===== src/alu_data_pkg.sv =====
`default_nettype none

package alu_data_pkg;

	// Operand width
	localparam int word_w = 32;

	// Full result width, product or remainder:quotient
	localparam int dword_w = 2 * word_w;

	// Shift amount width, enough for 0 to 31
	localparam int shamt_w = 5;

	// Operand word
	typedef logic [word_w-1:0] word_t;

	// Double-width result
	typedef logic [dword_w-1:0] dword_t;

	// Shift amount
	typedef logic [shamt_w-1:0] shamt_t;

	// Iteration counter, one bit wider than needed for 31
	typedef logic [$clog2(word_w):0] count_t;

endpackage

`default_nettype wire


===== src/alu_op_pkg.sv =====
`default_nettype none

package alu_op_pkg;

	// Opcode field width
	localparam int op_w = 5;

	// Arithmetic group flags
	// Bit 0 picks subtract, bit 1 picks negate
	localparam int op_sub_bit = 0;
	localparam int op_neg_bit = 1;

	// Shift group flags, laid out as 1 1 arith rot right
	localparam int op_right_bit = 0;
	localparam int op_rot_bit   = 1;
	localparam int op_arith_bit = 2;

	// Operation codes
	typedef enum logic [op_w-1:0] {
		OP_NOT  = 5'b00001,
		OP_AND  = 5'b00010,
		OP_OR   = 5'b00011,
		// Adder group
		OP_ADD  = 5'b00100,
		OP_SUB  = 5'b00101,
		OP_NEG  = 5'b00111,
		// Iterative units
		OP_MUL  = 5'b01000,
		OP_DIV  = 5'b01001,
		// Shifter group
		OP_SHL  = 5'b11000,
		OP_SHR  = 5'b11001,
		OP_ROL  = 5'b11010,
		OP_ROR  = 5'b11011,
		OP_SHLA = 5'b11100,
		OP_SHRA = 5'b11101
	} alu_op_e;

endpackage

`default_nettype wire

===== src/alu.sv =====
`timescale 1ns/1ps
`default_nettype none

module alu (
	input  wire                          clock,
	input  wire                          rst,
	input  wire                          start,
	input  wire alu_op_pkg::alu_op_e     op,
	input  wire alu_data_pkg::word_t     a,
	input  wire alu_data_pkg::word_t     b,
	output alu_data_pkg::dword_t         result,
	output logic                         done,
	output logic                         busy
);
	import alu_op_pkg::*;
	import alu_data_pkg::*;

	// Control states
	typedef enum logic [1:0] {
		IDLE,
		EXEC,
		WAIT_MUL,
		WAIT_DIV
	} state_e;

	state_e  state;

	// Request latched at acceptance
	alu_op_e op_q;
	word_t   a_q;
	word_t   b_q;

	// Adder hookup
	word_t   add_x;
	word_t   add_y;
	logic    add_sub;
	word_t   add_sum;

	// Shifter hookup
	shamt_t  shift_amount;
	logic    shift_right;
	logic    shift_rotate;
	logic    shift_arith;
	word_t   shift_out;

	// Multiplier hookup
	logic    mul_start;
	logic    mul_done;
	dword_t  mul_product;

	// Divider hookup
	logic    div_start;
	logic    div_done;
	word_t   div_quot;
	word_t   div_rem;

	// Single-cycle result for everything but MUL and DIV
	word_t   exec_word;

	// NEG runs as 0 - a, the others as a op b
	assign add_x   = op_q[op_neg_bit] ? '0 : a_q;
	assign add_y   = op_q[op_neg_bit] ? a_q : b_q;
	assign add_sub = op_q[op_sub_bit];

	// Shift controls straight from the opcode bits
	assign shift_amount = b_q[shamt_w-1:0];
	assign shift_right  = op_q[op_right_bit];
	assign shift_rotate = op_q[op_rot_bit];
	assign shift_arith  = op_q[op_arith_bit];

	cla_adder u_adder (
		.x        (add_x),
		.y        (add_y),
		.subtract (add_sub),
		.sum      (add_sum)
	);

	barrel_shifter u_shifter (
		.value   (a_q),
		.amount  (shift_amount),
		.right   (shift_right),
		.rotate  (shift_rotate),
		.arith   (shift_arith),
		.shifted (shift_out)
	);

	shift_add_multiplier u_mul (
		.clock        (clock),
		.rst          (rst),
		.start        (mul_start),
		.multiplicand (a_q),
		.multiplier   (b_q),
		.product      (mul_product),
		.done         (mul_done)
	);

	restoring_divider u_div (
		.clock     (clock),
		.rst       (rst),
		.start     (div_start),
		.dividend  (a_q),
		.divisor   (b_q),
		.quotient  (div_quot),
		.remainder (div_rem),
		.done      (div_done)
	);

	// Result select for the one-cycle operations
	always_comb begin
		case (op_q)
			OP_NOT:  exec_word = ~a_q;
			OP_AND:  exec_word = a_q & b_q;
			OP_OR:   exec_word = a_q | b_q;
			OP_ADD, OP_SUB, OP_NEG: exec_word = add_sum;
			OP_SHL, OP_SHR, OP_ROL, OP_ROR, OP_SHLA, OP_SHRA: exec_word = shift_out;
			// Unknown opcodes give zero
			default: exec_word = '0;
		endcase
	end

	// Requests are taken only in IDLE
	assign busy = (state != IDLE);

	// Control FSM and result capture
	always_ff @(posedge clock) begin
		if (rst) begin
			state     <= IDLE;
			result    <= '0;
			done      <= 1'b0;
			mul_start <= 1'b0;
			div_start <= 1'b0;
		end else begin
			// Pulses last one cycle
			done      <= 1'b0;
			mul_start <= 1'b0;
			div_start <= 1'b0;
			case (state)
				IDLE: begin
					if (start) begin
						// Iterative units launch right away
						// Operands are latched by the time they sample start
						case (op)
							OP_MUL: begin
								mul_start <= 1'b1;
								state     <= WAIT_MUL;
							end
							OP_DIV: begin
								div_start <= 1'b1;
								state     <= WAIT_DIV;
							end
							default: state <= EXEC;
						endcase
					end
				end
				EXEC: begin
					// Zero-extend into the upper half
					result <= {word_t'(0), exec_word};
					done   <= 1'b1;
					state  <= IDLE;
				end
				WAIT_MUL: begin
					if (mul_done) begin
						result <= mul_product;
						done   <= 1'b1;
						state  <= IDLE;
					end
				end
				WAIT_DIV: begin
					if (div_done) begin
						// Remainder on top, quotient below
						result <= {div_rem, div_quot};
						done   <= 1'b1;
						state  <= IDLE;
					end
				end
				default: state <= IDLE;
			endcase
		end
	end

	// Request capture
	always_ff @(posedge clock) begin
		if (state == IDLE && start) begin
			op_q <= op;
			a_q  <= a;
			b_q  <= b;
		end
	end

endmodule

`default_nettype wire


===== src/restoring_divider.sv =====
`timescale 1ns/1ps
`default_nettype none

module restoring_divider (
	input  wire                      clock,
	input  wire                      rst,
	input  wire                      start,
	input  wire alu_data_pkg::word_t dividend,
	input  wire alu_data_pkg::word_t divisor,
	output alu_data_pkg::word_t      quotient,
	output alu_data_pkg::word_t      remainder,
	output logic                     done
);
	import alu_data_pkg::*;

	// Partial remainder
	word_t             rem;
	// Dividend bits shift out the top, quotient bits shift in below
	word_t             quot;
	// Divisor held for the whole run
	word_t             dvsr;
	// Remainder with the next dividend bit brought down
	logic [word_w:0]   shifted;
	// Trial difference, top bit is the borrow
	logic [word_w+1:0] diff;
	// Iteration count and run flag
	count_t            count;
	logic              running;

	assign shifted = {rem, quot[word_w-1]};
	assign diff    = {1'b0, shifted} - {2'b00, dvsr};

	// Control: same 32 steps as the multiplier
	always_ff @(posedge clock) begin
		if (rst) begin
			running <= 1'b0;
			count   <= '0;
			done    <= 1'b0;
		end else begin
			done <= 1'b0;
			if (start) begin
				running <= 1'b1;
				count   <= '0;
			end else if (running) begin
				count <= count + count_t'(1);
				if (count == count_t'(word_w - 1)) begin
					running <= 1'b0;
					done    <= 1'b1;
				end
			end
		end
	end

	// Datapath, one quotient bit per step
	always_ff @(posedge clock) begin
		if (start) begin
			rem  <= '0;
			quot <= dividend;
			dvsr <= divisor;
		end else if (running) begin
			if (!diff[word_w+1]) begin
				// Difference fits below the divisor, keep it
				rem  <= diff[word_w-1:0];
				quot <= {quot[word_w-2:0], 1'b1};
			end else begin
				// Borrow, so restore the shifted remainder
				// Top bit of shifted is zero here
				rem  <= shifted[word_w-1:0];
				quot <= {quot[word_w-2:0], 1'b0};
			end
		end
	end

	// Zero divisor never borrows
	// Quotient ends all ones, remainder ends as the dividend
	assign quotient  = quot;
	assign remainder = rem;

endmodule

`default_nettype wire


===== src/shift_add_multiplier.sv =====
`timescale 1ns/1ps
`default_nettype none

module shift_add_multiplier (
	input  wire                      clock,
	input  wire                      rst,
	input  wire                      start,
	input  wire alu_data_pkg::word_t multiplicand,
	input  wire alu_data_pkg::word_t multiplier,
	output alu_data_pkg::dword_t     product,
	output logic                     done
);
	import alu_data_pkg::*;

	// Running sum of partial products
	dword_t acc;
	// Multiplicand, moves left one place per step
	dword_t mcand;
	// Multiplier, low bit picks the next partial product
	word_t  mplier;
	// Iteration count and run flag
	count_t count;
	logic   running;

	// Control: 32 steps after start, then a one-cycle done
	always_ff @(posedge clock) begin
		if (rst) begin
			running <= 1'b0;
			count   <= '0;
			done    <= 1'b0;
		end else begin
			done <= 1'b0;
			if (start) begin
				running <= 1'b1;
				count   <= '0;
			end else if (running) begin
				count <= count + count_t'(1);
				// Last step raises done with the final sum
				if (count == count_t'(word_w - 1)) begin
					running <= 1'b0;
					done    <= 1'b1;
				end
			end
		end
	end

	// Datapath
	always_ff @(posedge clock) begin
		if (start) begin
			// Fresh operands, empty accumulator
			acc    <= '0;
			mcand  <= {word_t'(0), multiplicand};
			mplier <= multiplier;
		end else if (running) begin
			// Add this partial product when the multiplier bit is set
			if (mplier[0]) begin
				acc <= acc + mcand;
			end
			mcand  <= mcand << 1;
			mplier <= mplier >> 1;
		end
	end

	// Held after the last step until the next start
	assign product = acc;

endmodule

`default_nettype wire


===== src/barrel_shifter.sv =====
`timescale 1ns/1ps
`default_nettype none

module barrel_shifter (
	input  wire alu_data_pkg::word_t  value,
	input  wire alu_data_pkg::shamt_t amount,
	input  wire                       right,
	input  wire                       rotate,
	input  wire                       arith,
	output alu_data_pkg::word_t       shifted
);
	import alu_data_pkg::*;

	// Stage outputs, stage 0 is the input
	word_t stage [shamt_w+1];
	// Fill bit for arithmetic right shifts
	logic  sign;

	assign stage[0] = value;
	// Sign only matters on arithmetic right, left arith fills zeros
	assign sign = arith & right & value[word_w-1];

	// Stage k moves by 2**k when amount bit k is set
	for (genvar k = 0; k < shamt_w; k++) begin : g_stage
		word_t              cur;
		word_t              left_v;
		word_t              right_v;
		logic [2**k-1:0]    fill_l;
		logic [2**k-1:0]    fill_r;

		assign cur = stage[k];

		// Left fill: wrapped top bits on rotate, else zeros
		assign fill_l = rotate ? cur[word_w-1 -: 2**k] : '0;

		// Right fill: wrapped low bits, sign copies, or zeros
		assign fill_r = rotate ? cur[0 +: 2**k] : {(2**k){sign}};

		assign left_v  = {cur[word_w-1-2**k:0], fill_l};
		assign right_v = {fill_r, cur[word_w-1:2**k]};

		// Pass through when this amount bit is clear
		assign stage[k+1] = amount[k] ? (right ? right_v : left_v) : cur;
	end

	assign shifted = stage[shamt_w];

endmodule

`default_nettype wire


===== src/cla_adder.sv =====
`timescale 1ns/1ps
`default_nettype none

module cla_adder (
	input  wire alu_data_pkg::word_t x,
	input  wire alu_data_pkg::word_t y,
	input  wire                      subtract,
	output alu_data_pkg::word_t      sum
);
	import alu_data_pkg::*;

	// Second operand after optional inversion
	word_t y_eff;
	// Bit generate and propagate
	word_t g;
	word_t p;
	// Carry into each bit
	word_t c;
	// Group lookahead terms
	logic [word_w/4-1:0] grp_g;
	logic [word_w/4-1:0] grp_p;
	// Carry into each group, top bit is the carry out
	logic [word_w/4:0]   grp_c;

	// Two's complement subtract: invert y and carry in a one
	assign y_eff    = subtract ? ~y : y;
	assign g        = x & y_eff;
	assign p        = x ^ y_eff;
	assign grp_c[0] = subtract;

	for (genvar gi = 0; gi < word_w / 4; gi++) begin : g_group
		logic [3:0] gg;
		logic [3:0] pp;
		logic       cin;

		assign gg  = g[4*gi +: 4];
		assign pp  = p[4*gi +: 4];
		assign cin = grp_c[gi];

		// First level, carries inside the group
		assign c[4*gi]   = cin;
		assign c[4*gi+1] = gg[0] | (pp[0] & cin);
		assign c[4*gi+2] = gg[1] | (pp[1] & gg[0]) | (pp[1] & pp[0] & cin);
		assign c[4*gi+3] = gg[2] | (pp[2] & gg[1]) | (pp[2] & pp[1] & gg[0])
			| (pp[2] & pp[1] & pp[0] & cin);

		// Group generate and propagate
		assign grp_g[gi] = gg[3] | (pp[3] & gg[2]) | (pp[3] & pp[2] & gg[1])
			| (pp[3] & pp[2] & pp[1] & gg[0]);
		assign grp_p[gi] = &pp;

		// Second level chains the group carries
		assign grp_c[gi+1] = grp_g[gi] | (grp_p[gi] & grp_c[gi]);
	end

	assign sum = p ^ c;

endmodule

`default_nettype wire


===== config.mk =====
export PLATFORM = sky130hd
export DESIGN_NAME = alu
export DESIGN_NICKNAME = d
export VERILOG_FILES = /design/src/alu_data_pkg.sv /design/src/alu_op_pkg.sv /design/src/alu.sv /design/src/restoring_divider.sv /design/src/shift_add_multiplier.sv /design/src/barrel_shifter.sv /design/src/cla_adder.sv
export SDC_FILE = /design/constraint.sdc
export NUM_CORES = 1
export LEC_CHECK = 0
export BUFFER_PORTS_ARGS = -buffer_cell sky130_fd_sc_hd__buf_4
export CORE_UTILIZATION = 45
export DETAILED_ROUTE_END_ITERATION = 6
export SKIP_CTS_REPAIR_TIMING = 1
export SYNTH_ARGS = -nofsm -noshare
export SYNTH_HDL_FRONTEND = slang
export SYNTH_SLANG_ARGS = --single-unit

===== constraint.sdc =====
create_clock -name clock -period 6.4 [get_ports clock]
set_input_delay 0.96 -clock clock [delete_from_list [all_inputs] [get_ports clock]]
set_output_delay 0.96 -clock clock [all_outputs]
set_load 0.01 [all_outputs]

== After elaboration in Yosys (flattened, before gate mapping) ==
Index checks and enable logic that the tools add are counted.
Word-level totals
  register bits after elaboration: 410
  bits of input ports: 72
  output and inout port bits: 66
Cells by class
  $add $sub $neg: 4
  equal/unequal tests: 22
  mux-type cells: 53
  bitwise operators: 203
  reductions and logical operators: 23
Operator list (number)
  $mux 32: 20
  $pmux 64 s3: 1
  $pmux 32 s5: 1
  $mux 64: 2
  $and 1x1->1: 116
  $or 1x1->1: 76
  $add 64x64->64: 1
  $not 32->32: 2
  $xor 32x32->32: 2
  $sub 33x32->34: 1
  $and 32x32->32: 1
  $mux 16: 2
  $or 32x32->32: 1
  $and 31x31->31: 1
  $eq 5x5->1 const B: 6
  $reduce_and 4->1: 7
  $mux 8: 2
  $eq 5x3->1 const B: 3
  $mux 1: 15
  $add 6x1->6 const B: 2
  $eq 6x5->1 const B: 2
  $reduce_or 3->1: 4
  $eq 5x2->1 const B: 2
  $eq 5x4->1 const B: 2
  19 further kinds: 33

== Longest topological paths before layout ==
Gate-level depths: netlist of the first run.
  word-level depth: 26
  mapped depth: 25
  gate-level depth less buffers: 18

== Hierarchy ==
Synthesis of the first run repeated with hierarchy kept, for this count alone.
Second synthesis, totals
  cells, all modules: 3292
  area total of the unflattened synthesis: 29753.5 sq um
By module, submodules not included
  shift_add_multiplier: times used 1, cells an instance 1128, area an instance 10247.3 sq um
  alu: times used 1, cells an instance 702, area an instance 7435.9 sq um
  restoring_divider: times used 1, cells an instance 575, area an instance 5962.0 sq um
  barrel_shifter: times used 1, cells an instance 672, area an instance 4444.3 sq um
  cla_adder: times used 1, cells an instance 215, area an instance 1664.1 sq um

== Worst setup path after synthesis of the first run ==
No wires, ideal clock.
  kind: register to register
  start point: reg op_q[0]
  end point: reg result[28]
  setup time: 0.060 ns
  arrival: 5.456 ns
  data required time: 6.340 ns
  slack: 0.885 ns
  stages on the path, launching flop included: 25
  buffers on the path: 9
  period minus slack after synthesis: 5.515 ns
  cells stage by stage: edfxtp_1 -> buf_4 -> buf_2 -> buf_2 -> buf_2 -> buf_2 -> buf_2 -> buf_2 -> clkbuf_1 -> buf_2 -> xnor2_1 -> ha_1 -> o21a_1 -> o21a_1 -> o21a_1 -> a221oi_2 -> a21oi_1 -> a221oi_2 -> o21ai_2 -> a221oi_2 -> fa_1 -> o221ai_1 -> nor2_1 -> o21ai_1 -> a221o_1
Between the ends
  word-level cells in the longest chain between the ends: 22
Ends and longest elaborated chain
  start: declaration: line alu.sv:29  | alu_op_e op_q;
  start signal: assignment: line alu.sv:184  | op_q <= op;
  $mux 32: line cla_adder.sv:26  | assign y_eff = subtract ? ~y : y;
  $xor 32x32->32 or $and 31x31->31 (tied branches): line cla_adder.sv:28, cla_adder.sv:27
  $and 1x1->1, on equally long branches: line cla_adder.sv:48, cla_adder.sv:49
  $or 1x1->1 (tied with other cells): line cla_adder.sv:48  | assign grp_g[gi] = gg[3] | (pp[3] & gg[2]) | (pp[3] & pp[2] & gg[1])
  $or 1x1->1 or $and 1x1->1 (tied branches): line cla_adder.sv:48, cla_adder.sv:49
  $or 1x1->1: line cla_adder.sv:49  | | (pp[3] & pp[2] & pp[1] & gg[0]);
  $or 1x1->1: line cla_adder.sv:53  | assign grp_c[gi+1] = grp_g[gi] | (grp_p[gi] & grp_c[gi]);
  $and 1x1->1: line cla_adder.sv:53
  [6 not listed]
  $or 1x1->1: line cla_adder.sv:53
  $and 1x1->1: line cla_adder.sv:53
  $or 1x1->1: line cla_adder.sv:53
  $and 1x1->1: line cla_adder.sv:53
  $or 1x1->1: line cla_adder.sv:53
  $xor 32x32->32: line cla_adder.sv:56  | assign sum = p ^ c;
  $pmux 32 s5 *: line alu.sv:110  | case (op_q)
  $pmux 64 s3 *: line alu.sv:137  | case (state)
  end signal: assignment: line alu.sv:157  | result <= {word_t'(0), exec_word};
  end signal: assignment: line alu.sv:163  | result <= mul_product;
  end signal: assignment: line alu.sv:171  | result <= {div_rem, div_quot};
  end: declaration: line alu.sv:11  | output alu_data_pkg::dword_t result,
Every way passes the cells marked *; elsewhere a longest branch is shown, timed or not.
A chain may end at the register's enable or synchronous reset.

== Worst setup path after layout of the first run ==
  start point: reg op_q[0]
  end point: reg result[29]
Between the ends
  word-level cells in the longest chain between the ends: 24
Ends and longest elaborated chain
  $mux 32: line cla_adder.sv:26
  $xor 32x32->32 or $and 31x31->31 (tied branches): line cla_adder.sv:28, cla_adder.sv:27
  $and 1x1->1, on equally long branches: line cla_adder.sv:48, cla_adder.sv:49
  $or 1x1->1 (tied with other cells): line cla_adder.sv:48
  $or 1x1->1 or $and 1x1->1 (tied branches): line cla_adder.sv:48, cla_adder.sv:49
  $or 1x1->1: line cla_adder.sv:49
  $or 1x1->1: line cla_adder.sv:53
  $and 1x1->1: line cla_adder.sv:53
  [8 not listed]
  $or 1x1->1: line cla_adder.sv:53
  $and 1x1->1: line cla_adder.sv:53
  $or 1x1->1: line cla_adder.sv:53
  $and 1x1->1: line cla_adder.sv:42  | assign c[4*gi+1] = gg[0] | (pp[0] & cin);
  $or 1x1->1: line cla_adder.sv:42
  $xor 32x32->32: line cla_adder.sv:56
  $pmux 32 s5 *: line alu.sv:110
  $pmux 64 s3 *: line alu.sv:137
Marks and branches as above.

==> impl_metrics.ini, run 1 <==
[cts]
cts_tree = yes
clk_latency_ns = 0.62
cts-buffers-inserted = 49
htreeDepth = 2
cts.clk_slew.worst_paths_ns = 0.06
cts-root-buf = clkbuf_16
clock-sinks = 410
cts_max_path_buffers = 3

[synthesis]
ys_warn_count = 0
netlist_area_sq_um = 28000
synthCells = 3112
synth-main-ff-cell = dfxtp_1
ys_ff_latch = 410
syn_area_per_cell_sq_um = 8.99
async_reset_ff_frac = 0
synth_cell_types = 85
synth_edf_count = 197
ys_seq_area_frac = 0.364
synth_nets = 3321

[placed_design]
place_inst = 3888
dpl_cell_area_sq_um = 29500
gp_congestion = 0.967
hpwl_um = 72100
place_ws_ns = 1.62
portBuffers = 137

[die]
fp.dieArea_sq_um = 63200
chipWidth_um = 251
die_y_um = 251
core-area_sq_um = 61600
rows = 91
initial_core_util = 0.454
io_pins = 138

[worst_hold_path]
worstHoldStart = result[56]
worstHoldEndpoint = result[56]
hold_path.class = reg2reg
holdPathStages = 2

[timing]
worst_pin_slew_ns = 1.17
fin_tns_setup_ns = 0
relSlewSlack = 0.216
fmax_ghz = 0.205
fin_crit_ns = 4.88
fin_crit_sh = 0.762
rsz0062_at_grt = no
finalMaxSlewViolations = 0
setup_viol = 0
hold_viol = 0
fin_worst_skew_ns = 0.0338
setup_ws_ns = 1.52

[worst_setup_path]
crit_path_frequent_cell = a221oi_2
rrSetupSlack_ns = 1.52
arrival_ns = 5.36
critPathSlowestCell = edfxtp_1
critical_path_class = reg2reg
critPathCaptureType = flop
crit_chain = buf_4, xnor2_1, ha_1, and4_1, o21a_1, a221oi_2, a21oi_1, a221oi_2, o21ai_2, a221oi_2, fa_1, xor2_1, o221ai_1, nor3_1, o221ai_1
crit_fanout = 18
worstReg2RegEnd = result[29]
cp-start-kind = flop
max_stage_delay_ns = 0.93
required_ns = 6.88
worstReg2RegStart = op_q[0]
rr_worst_depth = 15

[final_layout]
syn_to_final_growth_pct = 11.2
fin_nets = 3311
nFillCells = 5789
final_area_sq_um = 31100
register_area_sq_um = 10200
mostFrequentLayoutCell = nand2_1
final_cell_mix = nand2_1, a21oi_1, nor2_1
multi_input_area_sq_um = 16500
layout-drive-gt1-share = 0.151
stdcell_count = 3982

[route]
drc = 0
routed_wl_um = 99100
avgViaCountPerCell = 6.24
drt_pre_antenna_iters = 6
ant_nets = 0
routedWlPerCell_um = 24.9
vias = 24900
initialDrtViolationCount = 2095

[pwr]
comb_power_share = 0.268
p_clk_frac = 0.341
cell_internal_pwr_mw = 5.46
power.share.switching = 0.339
power_density_nw_per_um2 = 265
leakage_nw = 12.1
seq_power_share = 0.391
p_switching_mw = 2.80
peakVddDrop_v = 0.000219
power_mw = 8.26

[global_route]
grt_pass1_wl_um = 148000
grt_antenna_before_repair = 5
grt_use_total = 0.308
grt-ovfl-total = 0
grt_pass1_vias = 23600
grt_max_degree = 94

[job]
max-cap-violations = 0

[run_status]
status = finished, final reports clean
through the flow:
stage / util / hold slack (ns)
after floorplan: - / 0.424
after global placement: 0.479 / 0.440
after detailed placement: 0.479 / 0.446
after CTS: 0.505 / 0.454
after global routing: 0.505 / 0.476
final: 0.505 / 0.453
power by group through the flow:
stage	logic (mW)	registers (mW)	clock network, mW
floorplan	1.66	3.08	0
global placement	2.12	3.27	0
detailed placement	2.16	3.28	0
CTS	2.18	3.22	2.88
global route	2.41	3.24	2.97
finish	2.21	3.23	2.82
layout make-up:
cell class / instances / area share
multi-input combinational: 2369 / 0.532
inverter: 94 / 0.0113
tap: 837 / 0.0337
clock buffer: 68 / 0.0443
antenna: 3 / 0.000241
sequential: 410 / 0.328
clock inverter: 23 / 0.00788
timing repair buffer: 178 / 0.0433
Yosys cell counts, types with 11 or more instances:
master	instances	area, sq um
o21a_1	36	270
o21ai_0	121	606
nor3_1	33	165
buf_2	28	140
xor2_1	43	377
o21bai_1	20	150
o22ai_1	14	87.6
o21ai_1	52	260
mux2_2	159	1790
a311oi_1	28	245
nand2b_1	24	150
o221ai_1	30	263
a211o_1	15	131
dfxtp_1	213	4260
a211oi_1	58	435
clkbuf_1	183	687
mux4_2	22	495
o211ai_1	20	150
ha_1	128	1600
nand4_1	21	131
a31oi_1	21	131
or3_1	13	81.3
buf_1	26	97.6
o2111ai_1	36	315
nor2_1	253	950
nand2_1	311	1170
o31ai_1	11	82.6
xnor2_1	86	753
inv_1	90	338
edfxtp_1	197	5920
nor2b_1	45	282
nand3_1	72	360
a21o_1	74	556
and2_1	18	113
a21oi_1	298	1490
mux2i_1	131	1310
registers in the layout, summed over array words and instances, names as in the netlist, 32 cells and up:
name	count
result	64
u_mul.mcand	64
u_mul.product	64
a_q	32
b_q	32
u_div.dvsr	32
u_div.quotient	32
u_div.remainder	32
u_mul.mplier	32
metal layers:
metal,track usage,up-vias,part of all wire
met1,0.398,12200,0.42
met4,0.133,2,0.042
met5,0,-,0.00014
met2,0.517,959,0.47
met3,0.0387,178,0.062
li1,-,11500,-
kinds of logic (layout without fill, tap and decap cells):
kind of cell,count (synthesis),count (layout),share of synthesized area
and+or+nand+nor,858,858,0.139
muxes,313,313,0.129
DFF,410,410,0.364
adders and majority gates,137,137,0.0637
other,0,3,0
buffers and inverters,333,363,0.0462
AOI/OAI and AO/OA,932,932,0.218
xor gates and xnor gates,129,129,0.0404
worst max-delay path by stage:
stage / startpoint / endpoint / slack, ns / cells after the start
2_1_floorplan: op_q[0] / result[28] / 0.88 / 24
3_3_place_gp: op_q[0] / result[28] / 1.71 / 15
3_5_place_dp: op_q[0] / result[28] / 1.62 / 15
4_1_cts: op_q[0] / result[29] / 1.59 / 15
5_1_grt: op_q[0] / result[29] / 1.20 / 15
6_report: op_q[0] / result[29] / 1.52 / 15
critical path: cells and delay by family (launching register included):
family | cells | cell delay (ns)
AO/OA/AOI/OAI | 8 | 2.06
flip-flops | 1 | 0.93
adder cells (fa/ha/maj) | 2 | 0.55
AND/OR/NAND/NOR | 2 | 0.46
buffers and inverters | 1 | 0.38
XOR/XNOR | 2 | 0.34
(Power assumes the default switching activity.)
==> run 2, diff against run 1 <==
==> constraint.sdc (replaced) <==
create_clock -name clock -period 4.3 [get_ports clock]
set_input_delay 0.645 -clock clock [delete_from_list [all_inputs] [get_ports clock]]
set_output_delay 0.645 -clock clock [all_outputs]
set_load 0.01 [all_outputs]
==> impl_metrics.ini, run 2 (synthesized netlist as in run 1, its figures left out) <==
[run_status]
status = finished, final reports clean

[global_route]
grt_max_degree = 167
grt_pass1_wl_um = 153000
grt_pass1_vias = 24200
grt_antenna_before_repair = 3
grt-ovfl-total = 0
grt_use_total = 0.321

[placed_design]
gp_congestion = 0.992
place_ws_ns = -0.0366
dpl_cell_area_sq_um = 30100
hpwl_um = 76700
portBuffers = 137
place_inst = 3961

[cts]
htreeDepth = 2
cts_max_path_buffers = 3
cts_tree = yes
cts.clk_slew.worst_paths_ns = 0.07
clk_latency_ns = 0.62
cts-root-buf = clkbuf_16
clock-sinks = 410
cts-buffers-inserted = 49

[worst_setup_path]
required_ns = 4.85
crit_fanout = 10
critPathCaptureType = flop
rrSetupSlack_ns = 0.08
worstReg2RegStart = op_q[1]
max_stage_delay_ns = 0.49
path_buf_inv = 1
critPathTopFamily = compound AO/OA/AOI/OAI gates
critPathLaunch = op_q[1]
cp-start-kind = flop
critical_path_class = reg2reg
arrival_ns = 4.77
critPathSlowestCell = fa_2
crit_path_frequent_cell = o21a_1
crit_chain = buf_12, mux2i_2, xnor2_1, ha_1, o21a_1, o21a_1, o21a_1, a221oi_4, a21oi_2, a221oi_2, o21ai_2, a221oi_4, fa_2, o221ai_2, nor2_1, o21ai_1, a221o_1

[timing]
hold_viol = 0
fin_crit_sh = 0.981
fmax_ghz = 0.237
fin_worst_skew_ns = 0.0322
whs_ns = 0.197
relSlewSlack = 0.336
finalMaxSlewViolations = 0
rsz0062_at_grt = yes
setup_ws_ns = 0.0831
worst_pin_slew_ns = 0.996
fin_crit_ns = 4.22
setup_viol = 0

[route]
vias = 25000
drt_pre_antenna_iters = 5
drc = 0
avgViaCountPerCell = 6.15
routed_wl_um = 103000
routedWlPerCell_um = 25.4
ant_nets = 0
initialDrtViolationCount = 2283

[final_layout]
layout-drive-gt1-share = 0.174
stdcell_count = 4056
mostFrequentLayoutCell = nand2_1
final_cell_mix = nand2_1, a21oi_1, nor2_1
nFillCells = 5707
final_area_sq_um = 31800
fin_nets = 3388
utilization = 0.516
syn_to_final_growth_pct = 13.7

[die]
die_y_um = 251
chipWidth_um = 251
io_pins = 138
initial_core_util = 0.454
fp.dieArea_sq_um = 63200
rows = 91
core-area_sq_um = 61600

[pwr]
peakVddDrop_v = 0.000292
leakage_nw = 12.5
power_density_nw_per_um2 = 391

[worst_hold_path]
hold_path.class = in2reg
worstHoldStart = a[27]

[job]
max-cap-violations = 0
==> run 2: changes by cell type in the layout (fill, tap and decap cells not counted), moves of 3 or more <==
cell      change
a21oi_1       -4
clkbuf_8      -5
a21oi_2       +5
o221ai_2      +3
buf_4        +71
clkinv_1      +4
o221ai_1      -3
buf_12        +6
==> run 2: final timing paths <==
check	cells past startpoint	endpoint
setup / recovery	17	result[28]
hold / removal	1	a_q[27]
setup reg to reg	17	result[28]
hold reg to reg	2	result[60]
==> run 2: metrics by stage <==
step / setup TNS, ns / total power [mW]
final: 0 / 12.4
after global routing: -0.301 / 13.0
after CTS: -0.0583 / 12.4
after floorplan: -1.92 / 7.08
after global placement: 0 / 8.19
after detailed placement: -0.0366 / 8.24
==> run 2: cell type report <==
class                   count  area (sq um)  share of cell area
repair buffers            255          2000              0.0630
inverters                  94           353              0.0111
clock inverters            24           250             0.00787
clock buffers              65          1320              0.0414
diodes                      2          5.00            0.000157
flip-flops and latches    410         10200               0.321
multi-input cells        2369         16600               0.523
well taps                 837          1050              0.0329
==> run 2: layer usage <==
metal	wire length (um)	up-vias	global-route usage
met5	0	-	0
met4	5120	0	0.142
met3	6640	204	0.0415
met2	48200	944	0.539
met1	43000	12200	0.413
li1	-	11700	-
==> run 2: where the power goes <==
| part | internal [mW] | switching (mW) |
|---|---|---|
| logic | 1.45 | 2.06 |
| clock network | 2.40 | 1.77 |
| registers | 4.34 | 0.421 |
| total | 8.18 | 4.25 |
